## src/logic/core_pkg.sv

```systemverilog
// RV32I integer subset only; XLEN is fixed at 32 since all stage bundles are packed structs
package core_pkg;
  timeunit 1ns;
  timeprecision 100ps;

  localparam int XLEN        = 32;
  localparam int AR_BITS     = 5;
  localparam int PARCEL_SIZE = 32;

  // Major opcodes
  localparam logic [6:0] OPC_OP     = 7'b0110011;
  localparam logic [6:0] OPC_OP_IMM = 7'b0010011;

  // funct3 codes shared by OP and OP-IMM
  localparam logic [2:0] F3_ADD_SUB = 3'b000;
  localparam logic [2:0] F3_XOR     = 3'b100;
  localparam logic [2:0] F3_OR      = 3'b110;
  localparam logic [2:0] F3_AND     = 3'b111;

  localparam logic [6:0] F7_SUB = 7'b0100000;

  typedef enum logic [2:0] {
    ALU_ADD,
    ALU_SUB,
    ALU_AND,
    ALU_OR,
    ALU_XOR
  } alu_op_e;

  //////////////////////////////////////////////////
  // Instruction word views

  typedef struct packed {
    logic [6:0]         funct7;
    logic [AR_BITS-1:0] rs2;
    logic [AR_BITS-1:0] rs1;
    logic [2:0]         funct3;
    logic [AR_BITS-1:0] rd;
    logic [6:0]         opcode;
  } r_fmt_t;

  typedef struct packed {
    logic [11:0]        imm;
    logic [AR_BITS-1:0] rs1;
    logic [2:0]         funct3;
    logic [AR_BITS-1:0] rd;
    logic [6:0]         opcode;
  } i_fmt_t;

  // Same 32 bits, rs2/funct7 in one view and imm in the other
  typedef union packed {
    r_fmt_t r;
    i_fmt_t i;
  } instr_t;

  //////////////////////////////////////////////////
  // Stage bundles

  typedef struct packed {
    logic            bubble;
    logic [XLEN-1:0] pc;
    instr_t          instr;
  } if_id_t;

  // opa/opb already carry bypassed values
  typedef struct packed {
    logic               bubble;
    logic [XLEN-1:0]    pc;
    alu_op_e            alu_op;
    logic [AR_BITS-1:0] rd;
    logic               we;
    logic [XLEN-1:0]    opa;
    logic [XLEN-1:0]    opb;
  } id_ex_t;

  typedef struct packed {
    logic               we;
    logic [AR_BITS-1:0] dst;
    logic [XLEN-1:0]    r;
    logic [XLEN-1:0]    pc;
  } wb_t;

endpackage

```

## src/logic/riscv_core.sv

```systemverilog
// No branches, loads/stores, CSRs or exceptions; fixed 3-stage latency with no back-pressure
module riscv_core #(
  parameter logic [core_pkg::XLEN-1:0] PC_INIT = 'h200
) (
  input  logic                             clk_i,
  input  logic                             rst_n_i,

  // Instruction fetch
  input  logic [core_pkg::PARCEL_SIZE-1:0] if_parcel_i,
  input  logic                             if_parcel_valid_i,
  output logic [core_pkg::XLEN-1:0]        if_nxt_pc_o,

  // Write-back observation port
  output logic                             wb_we_o,
  output logic [core_pkg::AR_BITS-1:0]     wb_dst_o,
  output logic [core_pkg::XLEN-1:0]        wb_r_o,
  output logic [core_pkg::XLEN-1:0]        wb_pc_o
);
  timeunit 1ns;
  timeprecision 100ps;

  //////////////////////////////////////////////////
  // Stage wires

  core_pkg::if_id_t             if_id;
  core_pkg::id_ex_t             id_ex;
  core_pkg::wb_t                wb;
  logic [core_pkg::XLEN-1:0]    ex_r;

  logic [core_pkg::AR_BITS-1:0] rf_src1;
  logic [core_pkg::AR_BITS-1:0] rf_src2;
  logic [core_pkg::XLEN-1:0]    rf_srcv1;
  logic [core_pkg::XLEN-1:0]    rf_srcv2;

  //////////////////////////////////////////////////
  // Pipeline

  riscv_if #(
    .PC_INIT ( PC_INIT )
  ) if_unit (
    .clk_i             ( clk_i             ),
    .rst_n_i           ( rst_n_i           ),
    .if_parcel_i       ( if_parcel_i       ),
    .if_parcel_valid_i ( if_parcel_valid_i ),
    .if_nxt_pc_o       ( if_nxt_pc_o       ),
    .if_id_o           ( if_id             )
  );

  riscv_id id_unit (
    .clk_i      ( clk_i    ),
    .rst_n_i    ( rst_n_i  ),
    .if_id_i    ( if_id    ),
    .rf_src1_o  ( rf_src1  ),
    .rf_src2_o  ( rf_src2  ),
    .rf_srcv1_i ( rf_srcv1 ),
    .rf_srcv2_i ( rf_srcv2 ),
    .ex_fwd_i   ( id_ex    ),
    .ex_fwd_r_i ( ex_r     ),
    .wb_i       ( wb       ),
    .id_ex_o    ( id_ex    )
  );

  riscv_ex ex_unit (
    .clk_i   ( clk_i   ),
    .rst_n_i ( rst_n_i ),
    .id_ex_i ( id_ex   ),
    .ex_r_o  ( ex_r    ),
    .wb_o    ( wb      )
  );

  riscv_rf rf_unit (
    .clk_i      ( clk_i    ),
    .rst_n_i    ( rst_n_i  ),
    .rf_src1_i  ( rf_src1  ),
    .rf_src2_i  ( rf_src2  ),
    .rf_srcv1_o ( rf_srcv1 ),
    .rf_srcv2_o ( rf_srcv2 ),
    .wb_i       ( wb       )
  );

  assign wb_we_o  = wb.we;
  assign wb_dst_o = wb.dst;
  assign wb_r_o   = wb.r;
  assign wb_pc_o  = wb.pc;

endmodule

```

## src/logic/riscv_ex.sv

```systemverilog
// Single-cycle ALU; the registered result is the only write-back source
module riscv_ex (
  input  logic                      clk_i,
  input  logic                      rst_n_i,
  input  core_pkg::id_ex_t          id_ex_i,
  output logic [core_pkg::XLEN-1:0] ex_r_o,
  output core_pkg::wb_t             wb_o
);
  timeunit 1ns;
  timeprecision 100ps;

  logic [core_pkg::XLEN-1:0]    alu_r;
  logic                         wb_we_q;
  logic [core_pkg::AR_BITS-1:0] wb_dst_q;
  logic [core_pkg::XLEN-1:0]    wb_r_q;
  logic [core_pkg::XLEN-1:0]    wb_pc_q;

  //////////////////////////////////////////////////
  // ALU

  always_comb begin
    case (id_ex_i.alu_op)
      core_pkg::ALU_SUB: alu_r = id_ex_i.opa - id_ex_i.opb;
      core_pkg::ALU_AND: alu_r = id_ex_i.opa & id_ex_i.opb;
      core_pkg::ALU_OR:  alu_r = id_ex_i.opa | id_ex_i.opb;
      core_pkg::ALU_XOR: alu_r = id_ex_i.opa ^ id_ex_i.opb;
      default:           alu_r = id_ex_i.opa + id_ex_i.opb;
    endcase
  end

  // Also feeds the decode bypass
  assign ex_r_o = alu_r;

  //////////////////////////////////////////////////
  // Write-back register

  always_ff @(posedge clk_i) begin
    if (!rst_n_i) begin
      wb_we_q <= 1'b0;
    end else begin
      wb_we_q <= id_ex_i.we & ~id_ex_i.bubble;
    end
  end

  always_ff @(posedge clk_i) begin
    wb_dst_q <= id_ex_i.rd;
    wb_r_q   <= alu_r;
    wb_pc_q  <= id_ex_i.pc;
  end

  assign wb_o = '{we: wb_we_q, dst: wb_dst_q, r: wb_r_q, pc: wb_pc_q};

endmodule

```

## src/logic/riscv_id.sv

```systemverilog
// Decodes OP/OP-IMM ADD, SUB, AND, OR, XOR only; anything else leaves as a bubble
module riscv_id (
  input  logic                         clk_i,
  input  logic                         rst_n_i,
  input  core_pkg::if_id_t             if_id_i,
  output logic [core_pkg::AR_BITS-1:0] rf_src1_o,
  output logic [core_pkg::AR_BITS-1:0] rf_src2_o,
  input  logic [core_pkg::XLEN-1:0]    rf_srcv1_i,
  input  logic [core_pkg::XLEN-1:0]    rf_srcv2_i,
  input  core_pkg::id_ex_t             ex_fwd_i,
  input  logic [core_pkg::XLEN-1:0]    ex_fwd_r_i,
  input  core_pkg::wb_t                wb_i,
  output core_pkg::id_ex_t             id_ex_o
);
  timeunit 1ns;
  timeprecision 100ps;

  core_pkg::instr_t          instr;
  core_pkg::alu_op_e         alu_op;
  logic                      supported;
  logic                      use_imm;
  logic [core_pkg::XLEN-1:0] imm;
  logic [core_pkg::XLEN-1:0] opa;
  logic [core_pkg::XLEN-1:0] opb;
  logic                      ex_hit_ok;
  core_pkg::id_ex_t          id_ex_q;

  assign instr = if_id_i.instr;

  //////////////////////////////////////////////////
  // Decode

  always_comb begin
    supported = 1'b0;
    use_imm   = 1'b0;
    alu_op    = core_pkg::ALU_ADD;
    if (instr.r.opcode == core_pkg::OPC_OP) begin
      supported = (instr.r.funct7 == '0);
      case (instr.r.funct3)
        core_pkg::F3_ADD_SUB: begin
          alu_op    = (instr.r.funct7 == core_pkg::F7_SUB) ? core_pkg::ALU_SUB
                                                          : core_pkg::ALU_ADD;
          supported = (instr.r.funct7 == '0) || (instr.r.funct7 == core_pkg::F7_SUB);
        end
        core_pkg::F3_XOR: alu_op = core_pkg::ALU_XOR;
        core_pkg::F3_OR:  alu_op = core_pkg::ALU_OR;
        core_pkg::F3_AND: alu_op = core_pkg::ALU_AND;
        default:          supported = 1'b0;
      endcase
    end else if (instr.i.opcode == core_pkg::OPC_OP_IMM) begin
      use_imm   = 1'b1;
      supported = 1'b1;
      case (instr.i.funct3)
        core_pkg::F3_ADD_SUB: alu_op = core_pkg::ALU_ADD;
        core_pkg::F3_XOR:     alu_op = core_pkg::ALU_XOR;
        core_pkg::F3_OR:      alu_op = core_pkg::ALU_OR;
        core_pkg::F3_AND:     alu_op = core_pkg::ALU_AND;
        default:              supported = 1'b0;
      endcase
    end
  end

  assign imm = {{(core_pkg::XLEN-12){instr.i.imm[11]}}, instr.i.imm};

  //////////////////////////////////////////////////
  // Operand bypass: EX first, then WB, then RF

  assign ex_hit_ok = ex_fwd_i.we & ~ex_fwd_i.bubble;

  function automatic logic [core_pkg::XLEN-1:0] sel_operand(
    input logic [core_pkg::AR_BITS-1:0] src,
    input logic [core_pkg::XLEN-1:0]    rf_val
  );
    logic [core_pkg::XLEN-1:0] val;
    if (ex_hit_ok && ex_fwd_i.rd == src) val = ex_fwd_r_i;
    else if (wb_i.we && wb_i.dst == src) val = wb_i.r;
    else val = rf_val;
    return val;
  endfunction

  assign rf_src1_o = instr.r.rs1;
  assign rf_src2_o = instr.r.rs2;

  always_comb begin
    opa = sel_operand(instr.r.rs1, rf_srcv1_i);
    opb = use_imm ? imm : sel_operand(instr.r.rs2, rf_srcv2_i);
  end

  // Control fields
  always_ff @(posedge clk_i) begin
    if (!rst_n_i) begin
      id_ex_q.bubble <= 1'b1;
      id_ex_q.we     <= 1'b0;
    end else begin
      id_ex_q.bubble <= if_id_i.bubble | ~supported;
      id_ex_q.we     <= supported & (instr.r.rd != '0);
    end
  end

  always_ff @(posedge clk_i) begin
    id_ex_q.pc     <= if_id_i.pc;
    id_ex_q.alu_op <= alu_op;
    id_ex_q.rd     <= instr.r.rd;
    id_ex_q.opa    <= opa;
    id_ex_q.opb    <= opb;
  end

  assign id_ex_o = id_ex_q;

endmodule

```

## src/logic/riscv_if.sv

```systemverilog
// Fetches sequentially from PC_INIT; PC only moves when a parcel is strobed in
module riscv_if #(
  parameter logic [core_pkg::XLEN-1:0] PC_INIT = 'h200
) (
  input  logic                             clk_i,
  input  logic                             rst_n_i,
  input  logic [core_pkg::PARCEL_SIZE-1:0] if_parcel_i,
  input  logic                             if_parcel_valid_i,
  output logic [core_pkg::XLEN-1:0]        if_nxt_pc_o,
  output core_pkg::if_id_t                 if_id_o
);
  timeunit 1ns;
  timeprecision 100ps;

  logic [core_pkg::XLEN-1:0] pc_q;
  logic [core_pkg::XLEN-1:0] fetch_pc_q;
  core_pkg::instr_t          instr_q;
  logic                      bubble_q;

  // Program counter and bubble flag
  always_ff @(posedge clk_i) begin
    if (!rst_n_i) begin
      pc_q     <= PC_INIT;
      bubble_q <= 1'b1;
    end else begin
      bubble_q <= ~if_parcel_valid_i;
      if (if_parcel_valid_i) begin
        pc_q <= pc_q + core_pkg::XLEN'(4);
      end
    end
  end

  // Fetch register, holds its last parcel while idle
  always_ff @(posedge clk_i) begin
    if (if_parcel_valid_i) begin
      instr_q    <= if_parcel_i;
      fetch_pc_q <= pc_q;
    end
  end

  assign if_nxt_pc_o = pc_q;
  assign if_id_o     = '{bubble: bubble_q, pc: fetch_pc_q, instr: instr_q};

endmodule

```

## src/logic/riscv_rf.sv

```systemverilog
// Two async read ports, one write port; x0 has no storage and reads as zero
module riscv_rf (
  input  logic                         clk_i,
  input  logic                         rst_n_i,
  input  logic [core_pkg::AR_BITS-1:0] rf_src1_i,
  input  logic [core_pkg::AR_BITS-1:0] rf_src2_i,
  output logic [core_pkg::XLEN-1:0]    rf_srcv1_o,
  output logic [core_pkg::XLEN-1:0]    rf_srcv2_o,
  input  core_pkg::wb_t                wb_i
);
  timeunit 1ns;
  timeprecision 100ps;

  logic [core_pkg::XLEN-1:0] regs [1:31];

  // Cleared on reset, written at the end of a write-back cycle
  always_ff @(posedge clk_i) begin
    if (!rst_n_i) begin
      for (int n = 1; n < 32; n++) begin
        regs[n] <= '0;
      end
    end else if (wb_i.we && wb_i.dst != '0) begin
      regs[wb_i.dst] <= wb_i.r;
    end
  end

  assign rf_srcv1_o = (rf_src1_i == '0) ? '0 : regs[rf_src1_i];
  assign rf_srcv2_o = (rf_src2_i == '0) ? '0 : regs[rf_src2_i];

endmodule

```

## config.mk

```make
export PLATFORM = sky130hd
export DESIGN_NAME = riscv_core
export DESIGN_NICKNAME = d
export VERILOG_FILES = /design/src/logic/core_pkg.sv /design/src/logic/riscv_core.sv /design/src/logic/riscv_ex.sv /design/src/logic/riscv_id.sv /design/src/logic/riscv_if.sv /design/src/logic/riscv_rf.sv
export SDC_FILE = /design/constraint.sdc
export NUM_CORES = 2
export LEC_CHECK = 0
export ABC_CLOCK_PERIOD_IN_PS = 4860
export BUFFER_PORTS_ARGS = -buffer_cell sky130_fd_sc_hd__buf_2
export CORE_MARGIN = 2
export CORE_UTILIZATION = 58
export DETAILED_ROUTE_END_ITERATION = 10
export HOLD_SLACK_MARGIN = 0.15
export PLACE_DENSITY = 0.77
export REMOVE_ABC_BUFFERS = 1
export SETUP_SLACK_MARGIN = 0.05
export SLEW_MARGIN = 10
export SYNTH_ARGS = -nofsm -noshare
export SYNTH_HDL_FRONTEND = slang
export SYNTH_SLANG_ARGS = --single-unit
```

## constraint.sdc

```tcl
create_clock -name clk_i -period 4.86 [get_ports clk_i]
set_input_delay 0 -clock clk_i [delete_from_list [all_inputs] [get_ports clk_i]]
set_output_delay 0 -clock clk_i [all_outputs]
set_load 0.005 [all_outputs]
```

==> summary.md <==
| Metric | Value |
|---|---|
| FFs w/ async S/R, synth | 0% |
| Initial Util | between 50 and 60% |
| Sw Ratio | 30.8% |
| Via count | 43618 |
| Seq cells post-synth | between 1000 and 1500 |
| Final setup viols | 0 |
| Global-route wire length before repair | approximately 300 mm |
| Layout Skew | between 0.03 and 0.04 ns |
| Iteration-0 DRC Markers | ~7000 |
| Cells after synthesis | 4463 |
| EDFF count, synth | around 1100 |
| CP Cell Sequence | or4_4 -> or2_4 -> or4_4 -> or3_4 -> o31ai_1 -> xnor2_1 -> ha_1 -> a21oi_1 -> o21ai_0 -> nor2_1 -> and3_1 -> o21ai_1 -> xnor2_1 -> a221oi_2 -> a211oi_1 |
| Vias per std cell | between 7 and 8 |
| Utilization after layout | about two thirds |
| Gr ovfl total | 0 |
| Mux share of post-synthesis cell area | a little under a quarter |
| Pint | ~22 mW |
| Peak supply drop | 0.000337 V |
| CP Buf/Inv Count | 0 |
| Die height | 343 µm |
| Mapped cell area | between 0.06 and 0.07 mm² |
| Part of the cycle the worst path needs | a little over nine tenths |
| CTS tree | yes |
| Comb power frac | 21.1% |
| Area share of fa/ha/maj cells after synthesis | around 1.9% |
| Row count | between 100 and 150 |
| Antenna-violating nets left | 0 |
| Register area | around 0.037 mm² |
| Critical path endpoint category | flip-flop |
| Drt total wl | approximately 210 mm |
| Cell variety after synth | between 60 and 70 |
| Pwr dens | just over 400 mW/mm² |
| Top cells by area, synth | edfxtp_1 49%, mux4_2 22%, and2_1 8.5%, dfxtp_1 6.4%, clkbuf_1 1.9% |
| Yosys warns | 0 |
| Top-count cell post-synth | edfxtp_1 |
| Crit path required time | 5.47 ns |
| Family with the most delay on the worst path | simple AND/OR/NAND/NOR gates |
| CP Class | reg2reg |
| Crit path max-delay cell type | or4_4 |
| Simple-Gate Fraction of Synth Area | about an eighth |
| Clock Path Buffers | 3 |
| RSZ-0062 raised after global routing | no |
| Drt first pass iters | 8 |
| CTS Root Cell | clkbuf_16 |
| Num ports | roughly 140 |
| Finished Cell Area | around 0.075 mm² |
| R2R Setup Slk | slightly above 0.3 ns |
| Worst Tran Pin Value | roughly 1.3 ns |
| Vias in the first global route | 43627 |
| Slowest stage delay, CP | 0.56 ns |
| RePlAce Congestion | between 0.9 and 1 |
| Ratio of cells with drive above 1 in the final layout | between 20% and 30% |
| Slew Viols, Final | 0 |
| Hpwl dp | 130 mm |
| Synth Area in Compound Gates | under 10% |
| Slew Limit Headroom | a little over an eighth |
| Final hold viol count | 0 |
| CTS Sinks | ~1300 |
| Hold Crit Class | in2reg |
| Synth top area share | approximately half |
| Multi-input logic area | 0.0284 mm² |
| Detailed-route DRC error count | 0 |
| Register area share after synthesis | between 50% and 60% |
| Clock slew at reported path FFs | 0.06 ns |
| CP startpoint kind | flip-flop |
| Post-CTS Setup Bufs | 0 |
| Clock power frac | 33.8% |
| Clk_lat worst skew | a little under 0.8 ns |
| H-tree depth | 4 |
| Most frequent cells after synthesis | 1086 x edfxtp_1, 904 x and2_1, 640 x mux4_2 |
| Gr usage total | a little over a third |
| Die width | approximately 340 µm |
| Die footprint | 0.118 mm² |
| Status | finished, final reports clean |
| Pin count of the biggest net entering global routing | 97 |
| Mean Syn Cell Area | approximately 15 µm² |
| Sw Pwr | roughly 9.6 mW |
| Period minus WS final | between 4 and 5 ns |
| Fin nets | about 4700 |
| Wire length per cell | approximately 34 µm |
| Max-cap check violation count | 0 |
| Post-synth top flop | edfxtp_1 |
| Fill cells | 7709 |
| Initial antenna violation count | 16 |
| IO Port Bufs | 132 |
| Synth Area in XOR/XNOR | 1.34% |
| Fmax | between 200 and 250 MHz |
| Critical path peak fanout | 7 |
| Setup TNS | 0 ns |
| Area of the core | ~0.11 mm² |
| Sequential share of power | between 40% and 50% |
| Yosys top cell by area | edfxtp_1 |
| Largest family of logic cells by synthesized area | multiplexers |
| CP arrival | 5.16 ns |
| Total CTS buffers | approximately 140 |
| LEAKAGE | 27.8 nW |
| Placed cell area | around 0.07 mm² |
| Layout Area Growth over Synthesis | 12.8% |
| Final hold slack | approximately 0.29 ns |
-- stage by stage --
stage | total power [mW] | worst slack [ns] | std cells
3_5_place_dp | 20.5 | 0.186 | 5875
5_1_grt | 32.0 | 0.0839 | 6194
2_1_floorplan | 18.2 | -7.56 | 4069
3_3_place_gp | 20.4 | 0.312 | 5875
6_report | 31.2 | 0.309 | 6199
4_1_cts | 30.9 | 0.143 | 6191
-- what timing repair did --
item | CTS | global route
setup endpoints to repair | 0 | 5
gates resized for setup | 0 | 3
hold buffers | 67 | 1
hold endpoints to repair | 138 | 1
-- cell type report --
type	count	area share (%)
well taps	1512	2.52
inverters	104	0.519
flip-flops and latches	1299	49.1
multi-input cells	2666	37.8
clock inverters	65	0.822
repair buffers	362	4.15
diodes	7	0.0233
clock buffers	184	5.07
-- per-layer routing --
metal | up-vias | track usage (%) | wire (µm)
met5 | - | 0 | 53
met3 | 791 | 11.6 | 29400
met4 | 8 | 20.2 | 13600
met1 | 21956 | 46.7 | 72600
met2 | 3584 | 55.4 | 97200
li1 | 17279 | - | -
-- tightest hold or removal path, stage by stage --
cell	delay, ns
dlygate4sd3_1	0.54
buf_2	0.18
nand2_1	0.10
a211oi_1	0.10
nand2b_1	0.09
-- worst paths after layout --
check / start / endpoint / depth (start not counted)
worst min register to register: id_unit.id_ex_o[86]$_DFF_P_ / ex_unit.wb_pc_q[13]$_DFF_P_ / 0
worst max-delay path: id_unit.id_ex_o[4]$_DFF_P_ / id_unit.id_ex_o[31]$_DFF_P_ / 15
worst min-delay path: rst_n_i / id_unit.id_ex_o[105]$_SDFF_PN1_ / 5
worst max register to register: id_unit.id_ex_o[4]$_DFF_P_ / id_unit.id_ex_o[31]$_DFF_P_ / 15
-- sequential cells by signal, summed over array words and instances, names as in the netlist, 5 cells and up, named ones only --
| signal | cells |
|---|---|
| ex_unit.wb_dst_q | 5 |
| ex_unit.wb_pc_q | 30 |
| ex_unit.wb_r_q | 32 |
| id_unit.id_ex_o | 104 |
| if_unit.fetch_pc_q | 30 |
| if_unit.if_nxt_pc_o | 30 |
| if_unit.instr_q | 32 |
| rf_unit.regs | 1024 |
-- layout by cell type, fill, tap and decap left out, drive strengths merged, types with 8 or more instances in the layout --
cell type and count:
a211oi 31, a21o 10, a21oi 111, a221oi 62
a22o 10, and2 904, and3 112, buf 294
bufinv 10, clkbuf 184, clkinv 45, conb 36
dfxtp 213, dlygate4sd3 68, edfxtp 1086, ha 97
inv 112, mux2 58, mux2i 21, mux4 640
nand2 88, nand2b 13, nand3 9, nand4 18
nor2 124, nor2b 8, nor3 14, o21ai 91
o21bai 9, o221ai 13, o31ai 9, or2 8
or3 13, xnor2 65, xor2 37
-- logic make-up after synthesis --
| family | after synthesis |
|---|---|
| other | 1 |
| adder cells (fa/ha/maj) | 98 |
| AND/OR/NAND/NOR | 1332 |
| flip-flops | 1299 |
| buffers and inverters | 533 |
| XOR/XNOR | 102 |
| multiplexers | 719 |
| AO/OA/AOI/OAI | 379 |
-- power groups by stage --
| stage | Sequential (mW) | Combinational (mW) | Clock [mW] |
|---|---|---|---|
| after floorplan | 14.3 | 3.90 | 0 |
| after CTS | 14.0 | 6.37 | 10.5 |
| after global routing | 14.1 | 6.90 | 10.9 |
| final | 14.1 | 6.58 | 10.5 |
| after detailed placement | 14.2 | 6.29 | 0 |
| after global placement | 14.2 | 6.22 | 0 |
(Power assumes the default switching activity.)
